$ cat config.mk
export PLATFORM = sky130hd
export DESIGN_NAME = arcade_input_top
export DESIGN_NICKNAME = d
export VERILOG_FILES = /design/src/logic/arcade_pkg.sv /design/src/logic/arcade_input_top.sv /design/src/logic/host_regs.sv /design/src/logic/control_mapper.sv /design/src/logic/key_decoder.sv
export SDC_FILE = /design/constraint.sdc
export NUM_CORES = 1
export LEC_CHECK = 0
export BUFFER_PORTS_ARGS = -buffer_cell sky130_fd_sc_hd__buf_4
export CORE_ASPECT_RATIO = 2
export CORE_MARGIN = 5
export CORE_UTILIZATION = 47
export CTS_CLUSTER_SIZE = 10
export DETAILED_ROUTE_END_ITERATION = 10
export PLACE_DENSITY = 0.88
export SETUP_SLACK_MARGIN = 0.15
export SYNTH_ARGS = -nofsm -noshare
export SYNTH_HDL_FRONTEND = slang
export SYNTH_SLANG_ARGS = --single-unit
$ cat constraint.sdc
create_clock -name clk_mist -period 3.63 [get_ports clk_mist]
set_clock_uncertainty 0.1 [all_clocks]
set_input_delay 0.5445 -clock clk_mist [delete_from_list [all_inputs] [get_ports clk_mist]]
set_output_delay 0.5445 -clock clk_mist [all_outputs]
set_load 0.02 [all_outputs]
$ cat src/logic/arcade_pkg.sv
`default_nettype none

package arcade_pkg;

	// ps/2 set 2 codes as sent by the io controller
	typedef enum logic [7:0] {
		key_up    = 8'h75,
		key_down  = 8'h72,
		key_left  = 8'h6b,
		key_right = 8'h74,
		key_esc   = 8'h76, // coin
		key_f1    = 8'h05, // 1 player
		key_f2    = 8'h06, // 2 players
		key_ctrl  = 8'h14,
		key_alt   = 8'h11,
		key_space = 8'h29
	} key_code_e;

	typedef enum logic [1:0] {
		resp_okay   = 2'b00,
		resp_slverr = 2'b10
	} axi_resp_e;

	typedef struct packed {
		logic up;
		logic down;
		logic left;
		logic right;
		logic coin;
		logic start1;
		logic start2;
		logic fire1;
		logic fire2;
		logic fire3;
	} key_buttons_t;

	// bit 0 is right, same order as the io controller
	typedef struct packed {
		logic [1:0] spare;
		logic       fire2;
		logic       fire1;
		logic       up;
		logic       down;
		logic       left;
		logic       right;
	} joy_t;

	typedef struct packed {
		logic up;
		logic down;
		logic left;
		logic right;
		logic fire;
		logic bomb;
		logic coin;
		logic start1;
		logic start2;
	} player_ctrl_t;

	typedef struct packed {
		logic       rotate;
		logic [1:0] scanlines;
		logic       overlay_off;
	} video_opts_t;

	typedef struct packed {
		logic [7:0]  aw_addr;
		logic        aw_valid;
		logic [31:0] w_data;
		logic        w_valid;
		logic        b_ready;
		logic [7:0]  ar_addr;
		logic        ar_valid;
		logic        r_ready;
	} axil_req_t;

	typedef struct packed {
		logic        aw_ready;
		logic        w_ready;
		logic        b_valid;
		axi_resp_e   b_resp;
		logic        ar_ready;
		logic        r_valid;
		logic [31:0] r_data;
		axi_resp_e   r_resp;
	} axil_rsp_t;

	localparam logic [7:0] REG_OPTIONS  = 8'h00;
	localparam logic [7:0] REG_CONTROLS = 8'h04; // read only
	localparam logic [7:0] REG_LAST_KEY = 8'h08; // read only

	// option word layout, matches the osd status bits
	localparam int OPT_ROTATE_BIT     = 2;
	localparam int OPT_SCAN_LO        = 3;
	localparam int OPT_SCAN_HI        = 4;
	localparam int OPT_OVERLAY_BIT    = 5;
	localparam int OPT_SOFT_RESET_BIT = 6;

endpackage

`default_nettype wire
$ cat src/logic/arcade_input_top.sv
`default_nettype none

module arcade_input_top #(
	parameter int NUM_JOY = 2
) (
	input  wire                            clk_mist,
	input  wire                            reset,
	input  wire                            key_strobe,
	input  wire                            key_pressed,
	input  wire [7:0]                      key_code,
	input  arcade_pkg::joy_t [NUM_JOY-1:0] joy,
	input  arcade_pkg::axil_req_t          axil_req,
	output arcade_pkg::axil_rsp_t          axil_rsp,
	output arcade_pkg::player_ctrl_t       ctrl,
	output arcade_pkg::video_opts_t        video_opts,
	output wire                            core_reset
);

	arcade_pkg::key_buttons_t buttons;
	logic [7:0]               last_key;

	key_decoder u_key_decoder (
		.clk_mist    (clk_mist),
		.reset       (reset),
		.key_strobe  (key_strobe),
		.key_pressed (key_pressed),
		.key_code    (key_code),
		.buttons     (buttons),
		.last_key    (last_key)
	);

	control_mapper #(
		.NUM_JOY (NUM_JOY)
	) u_control_mapper (
		.clk_mist (clk_mist),
		.reset    (reset),
		.buttons  (buttons),
		.joy      (joy),
		.rotate   (video_opts.rotate), // from option word
		.ctrl     (ctrl)
	);

	host_regs u_host_regs (
		.clk_mist   (clk_mist),
		.reset      (reset),
		.axil_req   (axil_req),
		.axil_rsp   (axil_rsp),
		.ctrl       (ctrl),
		.last_key   (last_key),
		.video_opts (video_opts),
		.core_reset (core_reset)
	);

endmodule

`default_nettype wire

$ cat src/logic/host_regs.sv
`default_nettype none

module host_regs (
	input  wire                      clk_mist,
	input  wire                      reset,
	input  arcade_pkg::axil_req_t    axil_req,
	output arcade_pkg::axil_rsp_t    axil_rsp,
	input  arcade_pkg::player_ctrl_t ctrl,
	input  wire [7:0]                last_key,
	output arcade_pkg::video_opts_t  video_opts,
	output logic                     core_reset
);

	typedef enum logic [1:0] {
		st_idle,
		st_write_resp,
		st_read_resp
	} state_e;

	state_e                state;
	logic                  aw_ready;
	logic                  w_ready;
	logic                  ar_ready;
	logic                  b_valid;
	logic                  r_valid;
	arcade_pkg::axi_resp_e b_resp;
	arcade_pkg::axi_resp_e r_resp;
	logic [31:0]           r_data;
	logic                  soft_pulse;
	logic [31:0]           rd_data;
	arcade_pkg::axi_resp_e rd_resp;
	logic                  wr_hit;

	assign wr_hit = (axil_req.aw_addr == arcade_pkg::REG_OPTIONS);

	// read mux, bad offsets return zero
	always_comb begin
		rd_data = '0;
		rd_resp = arcade_pkg::resp_okay;
		case (axil_req.ar_addr)
			arcade_pkg::REG_OPTIONS: begin
				rd_data[arcade_pkg::OPT_ROTATE_BIT] = video_opts.rotate;
				rd_data[arcade_pkg::OPT_SCAN_HI:arcade_pkg::OPT_SCAN_LO] = video_opts.scanlines;
				rd_data[arcade_pkg::OPT_OVERLAY_BIT] = video_opts.overlay_off;
			end
			arcade_pkg::REG_CONTROLS: rd_data[8:0] = ctrl;
			arcade_pkg::REG_LAST_KEY: rd_data[7:0] = last_key;
			default: rd_resp = arcade_pkg::resp_slverr;
		endcase
	end

	always_ff @(posedge clk_mist) begin
		if (reset) begin
			state      <= st_idle;
			aw_ready   <= 1'b0;
			w_ready    <= 1'b0;
			ar_ready   <= 1'b0;
			b_valid    <= 1'b0;
			r_valid    <= 1'b0;
			video_opts <= '0;
			soft_pulse <= 1'b0;
		end else begin
			soft_pulse <= 1'b0;
			case (state)
				st_idle: begin
					if (aw_ready) begin // write handshake this edge
						aw_ready <= 1'b0;
						w_ready  <= 1'b0;
						b_valid  <= 1'b1;
						state    <= st_write_resp;
						if (wr_hit) begin
							video_opts.rotate <= axil_req.w_data[arcade_pkg::OPT_ROTATE_BIT];
							video_opts.scanlines <=
								axil_req.w_data[arcade_pkg::OPT_SCAN_HI:arcade_pkg::OPT_SCAN_LO];
							video_opts.overlay_off <=
								axil_req.w_data[arcade_pkg::OPT_OVERLAY_BIT];
							soft_pulse <= axil_req.w_data[arcade_pkg::OPT_SOFT_RESET_BIT];
						end
					end else if (ar_ready) begin
						ar_ready <= 1'b0;
						r_valid  <= 1'b1;
						state    <= st_read_resp;
					end else if (axil_req.aw_valid && axil_req.w_valid) begin
						aw_ready <= 1'b1; // write wins over read
						w_ready  <= 1'b1;
					end else if (axil_req.ar_valid) begin
						ar_ready <= 1'b1;
					end
				end
				st_write_resp: begin
					if (axil_req.b_ready) begin
						b_valid <= 1'b0;
						state   <= st_idle;
					end
				end
				st_read_resp: begin
					if (axil_req.r_ready) begin
						r_valid <= 1'b0;
						state   <= st_idle;
					end
				end
				default: state <= st_idle;
			endcase
		end
	end

	// response payload, loaded only on a handshake
	always_ff @(posedge clk_mist) begin
		if (state == st_idle && aw_ready) begin
			b_resp <= wr_hit ? arcade_pkg::resp_okay : arcade_pkg::resp_slverr;
		end
		if (state == st_idle && !aw_ready && ar_ready) begin
			r_data <= rd_data;
			r_resp <= rd_resp;
		end
	end

	assign axil_rsp.aw_ready = aw_ready;
	assign axil_rsp.w_ready  = w_ready;
	assign axil_rsp.b_valid  = b_valid;
	assign axil_rsp.b_resp   = b_resp;
	assign axil_rsp.ar_ready = ar_ready;
	assign axil_rsp.r_valid  = r_valid;
	assign axil_rsp.r_data   = r_data;
	assign axil_rsp.r_resp   = r_resp;

	assign core_reset = reset | soft_pulse; // osd reset toggle or board reset

endmodule

`default_nettype wire

$ cat src/logic/control_mapper.sv
`default_nettype none

module control_mapper #(
	parameter int NUM_JOY = 2
) (
	input  wire                                     clk_mist,
	input  wire                                     reset,
	input  arcade_pkg::key_buttons_t                buttons,
	input  arcade_pkg::joy_t [NUM_JOY-1:0]          joy,
	input  wire                                     rotate,
	output arcade_pkg::player_ctrl_t                ctrl
);

	logic j_up;
	logic j_down;
	logic j_left;
	logic j_right;
	logic j_fire1;
	logic j_fire2;
	logic m_up;
	logic m_down;
	logic m_left;
	logic m_right;
	arcade_pkg::player_ctrl_t ctrl_next;

	// or of every joystick port
	always_comb begin
		j_up    = 1'b0;
		j_down  = 1'b0;
		j_left  = 1'b0;
		j_right = 1'b0;
		j_fire1 = 1'b0;
		j_fire2 = 1'b0;
		for (int i = 0; i < NUM_JOY; i++) begin
			j_up    = j_up    | joy[i].up;
			j_down  = j_down  | joy[i].down;
			j_left  = j_left  | joy[i].left;
			j_right = j_right | joy[i].right;
			j_fire1 = j_fire1 | joy[i].fire1;
			j_fire2 = j_fire2 | joy[i].fire2;
		end
	end

	assign m_up    = buttons.up    | j_up;
	assign m_down  = buttons.down  | j_down;
	assign m_left  = buttons.left  | j_left;
	assign m_right = buttons.right | j_right;

	always_comb begin
		if (rotate) begin // cabinet on its side
			ctrl_next.up    = m_right;
			ctrl_next.down  = m_left;
			ctrl_next.left  = m_up;
			ctrl_next.right = m_down;
		end else begin
			ctrl_next.up    = m_up;
			ctrl_next.down  = m_down;
			ctrl_next.left  = m_left;
			ctrl_next.right = m_right;
		end
		ctrl_next.fire   = buttons.fire1 | j_fire1;
		ctrl_next.bomb   = buttons.fire2 | j_fire2;
		ctrl_next.coin   = buttons.coin; // keyboard only
		ctrl_next.start1 = buttons.start1;
		ctrl_next.start2 = buttons.start2;
	end

	always_ff @(posedge clk_mist) begin
		if (reset) begin
			ctrl <= '0;
		end else begin
			ctrl <= ctrl_next;
		end
	end

endmodule

`default_nettype wire

$ cat src/logic/key_decoder.sv
`default_nettype none

module key_decoder (
	input  wire                     clk_mist,
	input  wire                     reset,
	input  wire                     key_strobe,
	input  wire                     key_pressed,
	input  wire [7:0]               key_code,
	output arcade_pkg::key_buttons_t buttons,
	output logic [7:0]              last_key
);

	always_ff @(posedge clk_mist) begin
		if (reset) begin
			buttons  <= '0;
			last_key <= '0;
		end else if (key_strobe) begin
			last_key <= key_code; // kept even when not recognised
			case (key_code)
				arcade_pkg::key_up:    buttons.up     <= key_pressed;
				arcade_pkg::key_down:  buttons.down   <= key_pressed;
				arcade_pkg::key_left:  buttons.left   <= key_pressed;
				arcade_pkg::key_right: buttons.right  <= key_pressed;
				arcade_pkg::key_esc:   buttons.coin   <= key_pressed;
				arcade_pkg::key_f1:    buttons.start1 <= key_pressed;
				arcade_pkg::key_f2:    buttons.start2 <= key_pressed;
				arcade_pkg::key_ctrl:  buttons.fire3  <= key_pressed;
				arcade_pkg::key_alt:   buttons.fire2  <= key_pressed;
				arcade_pkg::key_space: buttons.fire1  <= key_pressed;
				default: ; // other keys ignored
			endcase
		end
	end

endmodule

`default_nettype wire

==> results of run 1 <==
## metrics by stage
step | hold WS (ps) | total power [mW] | util | cells
2_1_floorplan | 314.0 | 0.7388 | - | 267
3_3_place_gp | 323.7 | 0.7887 | 0.5838 | 361
3_5_place_dp | 342.3 | 0.7946 | 0.5838 | 361
4_1_cts | 343.8 | 1.136 | 0.6047 | 369
5_1_grt | 352.1 | 1.176 | 0.6047 | 369
6_report | 356.2 | 1.128 | 0.6047 | 369
## area by class of cell
type	instances	area [um2]
multi-input combinational	169	1055
inverter	6	22.52
fill	431	1923
clock inverter	1	5.005
sequential	49	1091
clock buffer	7	96.34
timing repair buffer	80	600.6
tap	57	71.32
## synth_stat cells (5+ instances only)
master	number	area (um2)
nand2b_1	19	118.9
inv_1	6	22.52
nand3_1	8	40.04
nor4_1	7	43.79
mux2i_1	25	250.2
nor2_1	23	86.33
edfxtp_1	11	330.3
nor3_1	10	50.05
nor2b_1	5	31.28
nand2_1	5	18.77
buf_4	31	232.7
clkbuf_1	9	33.78
dfxtp_1	38	760.7
## critical path, delay by kind of cell
| kind | cells | cell delay, ps |
|---|---|---|
| AND/OR/NAND/NOR | 1 | 330 |
| buffers and inverters | 2 | 380 |
## power breakdown
group | internal (mW) | switching (mW) | leakage (nW)
Sequential | 0.578 | 0.0170 | 0.420
Clock | 0.172 | 0.174 | 0.0542
Combinational | 0.0862 | 0.101 | 0.884
Total | 0.837 | 0.292 | 1.36
## kinds of logic after synthesis
logic type      count (synthesis)
other cells                     1
mux                            26
compound gates                 24
flops                          49
buf+inv                        49
simple gates                   94
## flip-flops by register name (all words and copies together) (netlist names)
name                    flops
u_host_regs.state           2
u_control_mapper.ctrl       9
u_host_regs.video_opts      4
u_host_regs.b_resp          1
u_host_regs.w_ready         1
u_host_regs.r_resp          1
u_host_regs.r_valid         1
u_host_regs.b_valid         1
u_host_regs.r_data          9
u_key_decoder.buttons       9
u_host_regs.ar_ready        1
u_host_regs.soft_pulse      1
u_host_regs.aw_ready        1
u_key_decoder.last_key      8
## final timing paths
check                      startpoint                        end  slack (ps)  cells past startpoint
min                      axil_req[10]       u_host_regs.state[0]         360                      2
max                             reset                 core_reset        1720                      3
min reg2reg  u_key_decoder.buttons[4]   u_control_mapper.ctrl[1]         360                      2
max reg2reg      u_host_regs.aw_ready  u_host_regs.video_opts[2]        2120                      3
## placed cells by master, fill, tap and decap left out, drive strengths merged, types with 3 or more instances in the layout
cell / instances
a21oi: 4
nor4: 7
inv: 6
o21ai: 3
nand2: 5
nor3: 10
mux2i: 25
edfxtp: 11
dfxtp: 38
a2bb2oi: 4
nor2: 23
nor2b: 5
nor3b: 4
a22oi: 4
conb: 25
buf: 80
nand3: 8
a211oi: 4
clkbuf: 7
nand2b: 19
## layer usage
layer	GRT usage	part of all wire	vias to the layer above
met4	0.09350	0.036	0
met3	0.02564	0.064	12
li1	-	-	929
met5	0	0	-
met1	0.1637	0.32	856
met2	0.3135	0.58	66
==> metrics, run 1 <==
TritonCTS clock tree=yes; Max Slew Vio Count=0; Final #Nets=between 300 and 400; first-pass GRT wire length=8190 um; worst-margin pin slew=514.0 ps; total grt overflow=0; Setup WS post-layout=1718 ps; setup slack at placement=roughly 1700 ps; sequential share of the synthesized area=0.4611; total global-route track usage=0.1666; pwr/cell area=383.6 nW/um2; num ports=around 140; Final Instance Area=2942 um2; CTS sink cnt=roughly 50; die area=6639 um2; Async SR Flop Fraction=0; leak pwr=1.358 nW; largest family of logic cells by synthesized area=simple AND/OR/NAND/NOR gates; Slew headroom=0.6525; Yosys reg bits=49; Initial DRC Count=58; placed wire-length estimate=around 4400 um; fin crit period=1912 ps; worst-path maximum fanout=between 40 and 50; via count=1863; Setup Viol. Count Final=0; Peak VDD IR=between 0.3 and 0.4 mV; final WL=5389 um; number of global-route vias before repair=roughly 1800; CP most frequent cell=buf_4; Via density=5.049; initial antenna violation count=0; GPL Wtd Cong=0.8271; Distinct cells, synth=39; CTS clk-pin slew, worst paths=approximately 90 ps; Mapped Avg Cell Area=a little under 10 um2; Post-DP Area=about 2800 um2; Die Y-Extent=roughly 110 um; CP endpoint kind=output pin; cts repair resizes=0; synth warn=0; largest net degree at the start of global routing=42; WP data required=about 3000 ps; Main synth FF type=dfxtp_1; setup_tns=0 ps; final antenna-violating net count=0; core footprint=between 4000 and 5000 um2; DRC violations left=0; status=completed; row cnt=36; Worst Hold Class=primary input to register; Crit path arrival time=1270 ps; Initial Util=0.4864; Inserted Diodes=0; post-synthesis mux area share=0.1105; maximum clock path buffer count=2; post-synthesis compound-gate area fraction=0.07351; Fin. Hold Viols=0; crit path launch type=primary input; Final period util=0.5266; CTS Buf Count=5; synthesized area=between 2000 and 2500 um2; Layout area overhead=24.33%; kind of critical path=primary input to output pin; Synth Instances=roughly 240; number of synthesized flops with an enable pin=11; cell breakdown of the critical path=buf_4 -> or2_2 -> buf_4; Max Cap Viol=0; I/O Buffers=79; Routed WL per cell=around 15 um; layout cells sized above 1=0.2981; Die Span X=roughly 60 um; Adder-Cell Fraction of Synth Area=0; CTS root buf=clkbuf_8; CP max-delay cell=or2_2; Skew-Pair Late Insertion Delay=roughly 300 ps; setup repair bufs after CTS=0; Post-CTS Hold Fix Bufs=0; CP max stage delay=around 330 ps; CTS H-tree lvls=2; Post-Synth Simple-Gate Area=0.2221; fmax=roughly 0.52 GHz; Initial DRT Pass Iterations=4; xor/xnor share of the synthesized area=0; RSZ-0062 raised after global routing=no
No activity file was read; power rests on OpenSTA's default activity.
==> inputs of run 2 (changes only) <==
- CORE_UTILIZATION: 47 -> 44
- PLACE_DENSITY: 0.88 -> 0.83
- clock period: 3.63 -> 2 ns (I/O delays scaled with it)
==> metrics, run 2 (synthesis results as in run 1) <==
Final #Nets=393 (+0.26%); Setup Viol. Count Final=0 (unchanged); Peak VDD IR=0.5167 mV (+40%); leak pwr=1.357 nW (about the same); placed wire-length estimate=4356 um (-0.36%); I/O Buffers=79 (unchanged); Inserted Diodes=0 (unchanged); maximum clock path buffer count=2 (unchanged); R2R Path Start=u_host_regs.aw_ready; Die Y-Extent=113.7 um (+3.0%); Hold Path Cell Cnt=2 (unchanged); Reg2Reg Depth=3 (unchanged); crit path launch type=register; worst-path maximum fanout=9 (-78%); final antenna-violating net count=0 (unchanged); largest net degree at the start of global routing=31 (-26%); setup_tns=0 ps (unchanged); FF-to-FF End=u_host_regs.video_opts[2]; CTS H-tree lvls=2 (unchanged); Post-CTS Hold Fix Bufs=0 (unchanged); Max Cap Viol=0 (unchanged); CTS clk-pin slew, worst paths=90 ps (about the same); Max Slew Vio Count=0 (unchanged); Layout area overhead=24.33% (unchanged); final WL=5309 um (-1.5%); fin crit period=approximately 1500 ps; setup repair bufs after CTS=0 (unchanged); CP max-delay cell=dfxtp_1; CTS sink cnt=49 (unchanged); commonest non-fill, non-tap cells in the layout=81 x buf_4, 38 x dfxtp_1, 25 x mux2i_1, 25 x conb_1, 23 x nor2_1; Final period util=0.7599; cts repair resizes=0 (unchanged); Routed WL per cell=14.31 um (-2.0%); Die Span X=61.85 um (+2.8%); core footprint=5185 um2 (+6.6%); kind of critical path=register to register; CP max stage delay=490 ps (+160 ps); WP data required=2130 ps (-860 ps); Initial DRC Count=107 (+84%); DRC violations left=0 (unchanged); GPL Wtd Cong=0.8089 (-2.2%); Initial DRT Pass Iterations=4 (unchanged); Fin. Hold Viols=0 (unchanged); hold wc startpoint=axil_req[10]; row cnt=37 (+2.8%); Fillers=473 (+9.7%); first-pass GRT wire length=8245 um (+0.67%); fmax=around 0.66 GHz; Largest regs=u_control_mapper.ctrl (9), u_host_regs.r_data (9), u_key_decoder.buttons (9); status=completed; layout cells sized above 1=0.2971 (-0.0009523); Via density=4.984 (-1.3%); most common library cell in the layout ignoring fill and taps=buf_4; Worst Hold Class=primary input to register; Skew-Pair Late Insertion Delay=300 ps (about the same); Initial Util=0.4563 (-0.03005); Crit path arrival time=1650 ps (+380 ps); TritonCTS clock tree=yes; total global-route track usage=0.1567 (-0.009950); num ports=136 (unchanged); total grt overflow=0 (unchanged); CP endpoint kind=register; die area=7033 um2 (+5.9%); cell breakdown of the critical path=nor3b_2 -> and3_1 -> mux2i_1; via count=1849 (-0.75%); R2R Setup Slk=480 ps (-1640 ps); final design utilization=0.5673 (-0.03736); worst-margin pin slew=511.6 ps (-2.461 ps); CTS Buf Count=5 (unchanged); RSZ-0062 raised after global routing=no; pwr/cell area=687.1 nW/um2 (+79%); Slew headroom=0.6542 (+0.001664); initial antenna violation count=0 (unchanged); Fin Hold WS=103.1 ps (-253.1 ps); hold path endpoint=u_host_regs.state[0]; CTS root buf=clkbuf_8; number of global-route vias before repair=1743 (-2.4%)
## run 2: cell count changes in the layout (fill, tap and decap cells not counted), sizes merged
cell and change:
buf +1, clkinv -1, inv +1
## run 2: cell type report
type | instances | area [um2] | area share
Clock buffer | 7 | 86.33 | 0.02935
Clock inverter | 1 | 6.256 | 0.002127
Inverter | 6 | 22.52 | 0.007656
Multi-Input combinational cell | 169 | 1055 | 0.3586
Sequential cell | 49 | 1091 | 0.3709
Tap cell | 58 | 72.57 | 0.02467
Timing Repair Buffer | 81 | 608.1 | 0.2067
## run 2: critical path: cells and delay by family (launching register included)
family | cells | cell delay (ps)
flops | 1 | 490
simple gates | 2 | 650
mux | 1 | 220
## run 2: report_power, final
group / internal, mW / leakage (nW) / switching, mW / total (mW)
Combinational: 0.158 / 0.888 / 0.182 / 0.340
Clock: 0.282 / 0.0488 / 0.318 / 0.601
Sequential: 1.05 / 0.420 / 0.0316 / 1.08
Total: 1.49 / 1.36 / 0.532 / 2.02
## run 2: worst max-delay path by stage
stage	start	endpoint	slack, ps
floorplan	u_host_regs.state[0]	u_host_regs.r_data[0]	230
global placement	key_strobe	u_key_decoder.buttons[3]	500
detailed placement	u_host_regs.aw_ready	u_host_regs.video_opts[2]	480
CTS	u_host_regs.aw_ready	u_host_regs.video_opts[2]	460
global route	u_host_regs.aw_ready	u_host_regs.video_opts[1]	360
finish	u_host_regs.aw_ready	u_host_regs.video_opts[2]	480
## run 2: per-stage QoR
| stage | power [mW] | setup slack, ps | std cells | instance area (um2) |
|---|---|---|---|---|
| after floorplan | 1.341 | 227.6 | 267 | 2456 |
| after global placement | 1.434 | 504.7 | 363 | 2849 |
| after detailed placement | 1.444 | 484.9 | 363 | 2849 |
| after CTS | 2.036 | 456.6 | 371 | 2942 |
| after global routing | 2.101 | 363.6 | 371 | 2942 |
| final | 2.021 | 480.1 | 371 | 2942 |
## run 2: per-layer routing
metal,GRT usage,routed length (um),vias to the layer above
li1,-,-,927
met1,0.1635,1791,843
met2,0.2862,2995,67
met3,0.02152,373,12
met4,0.07649,150,0
met5,0,0,-
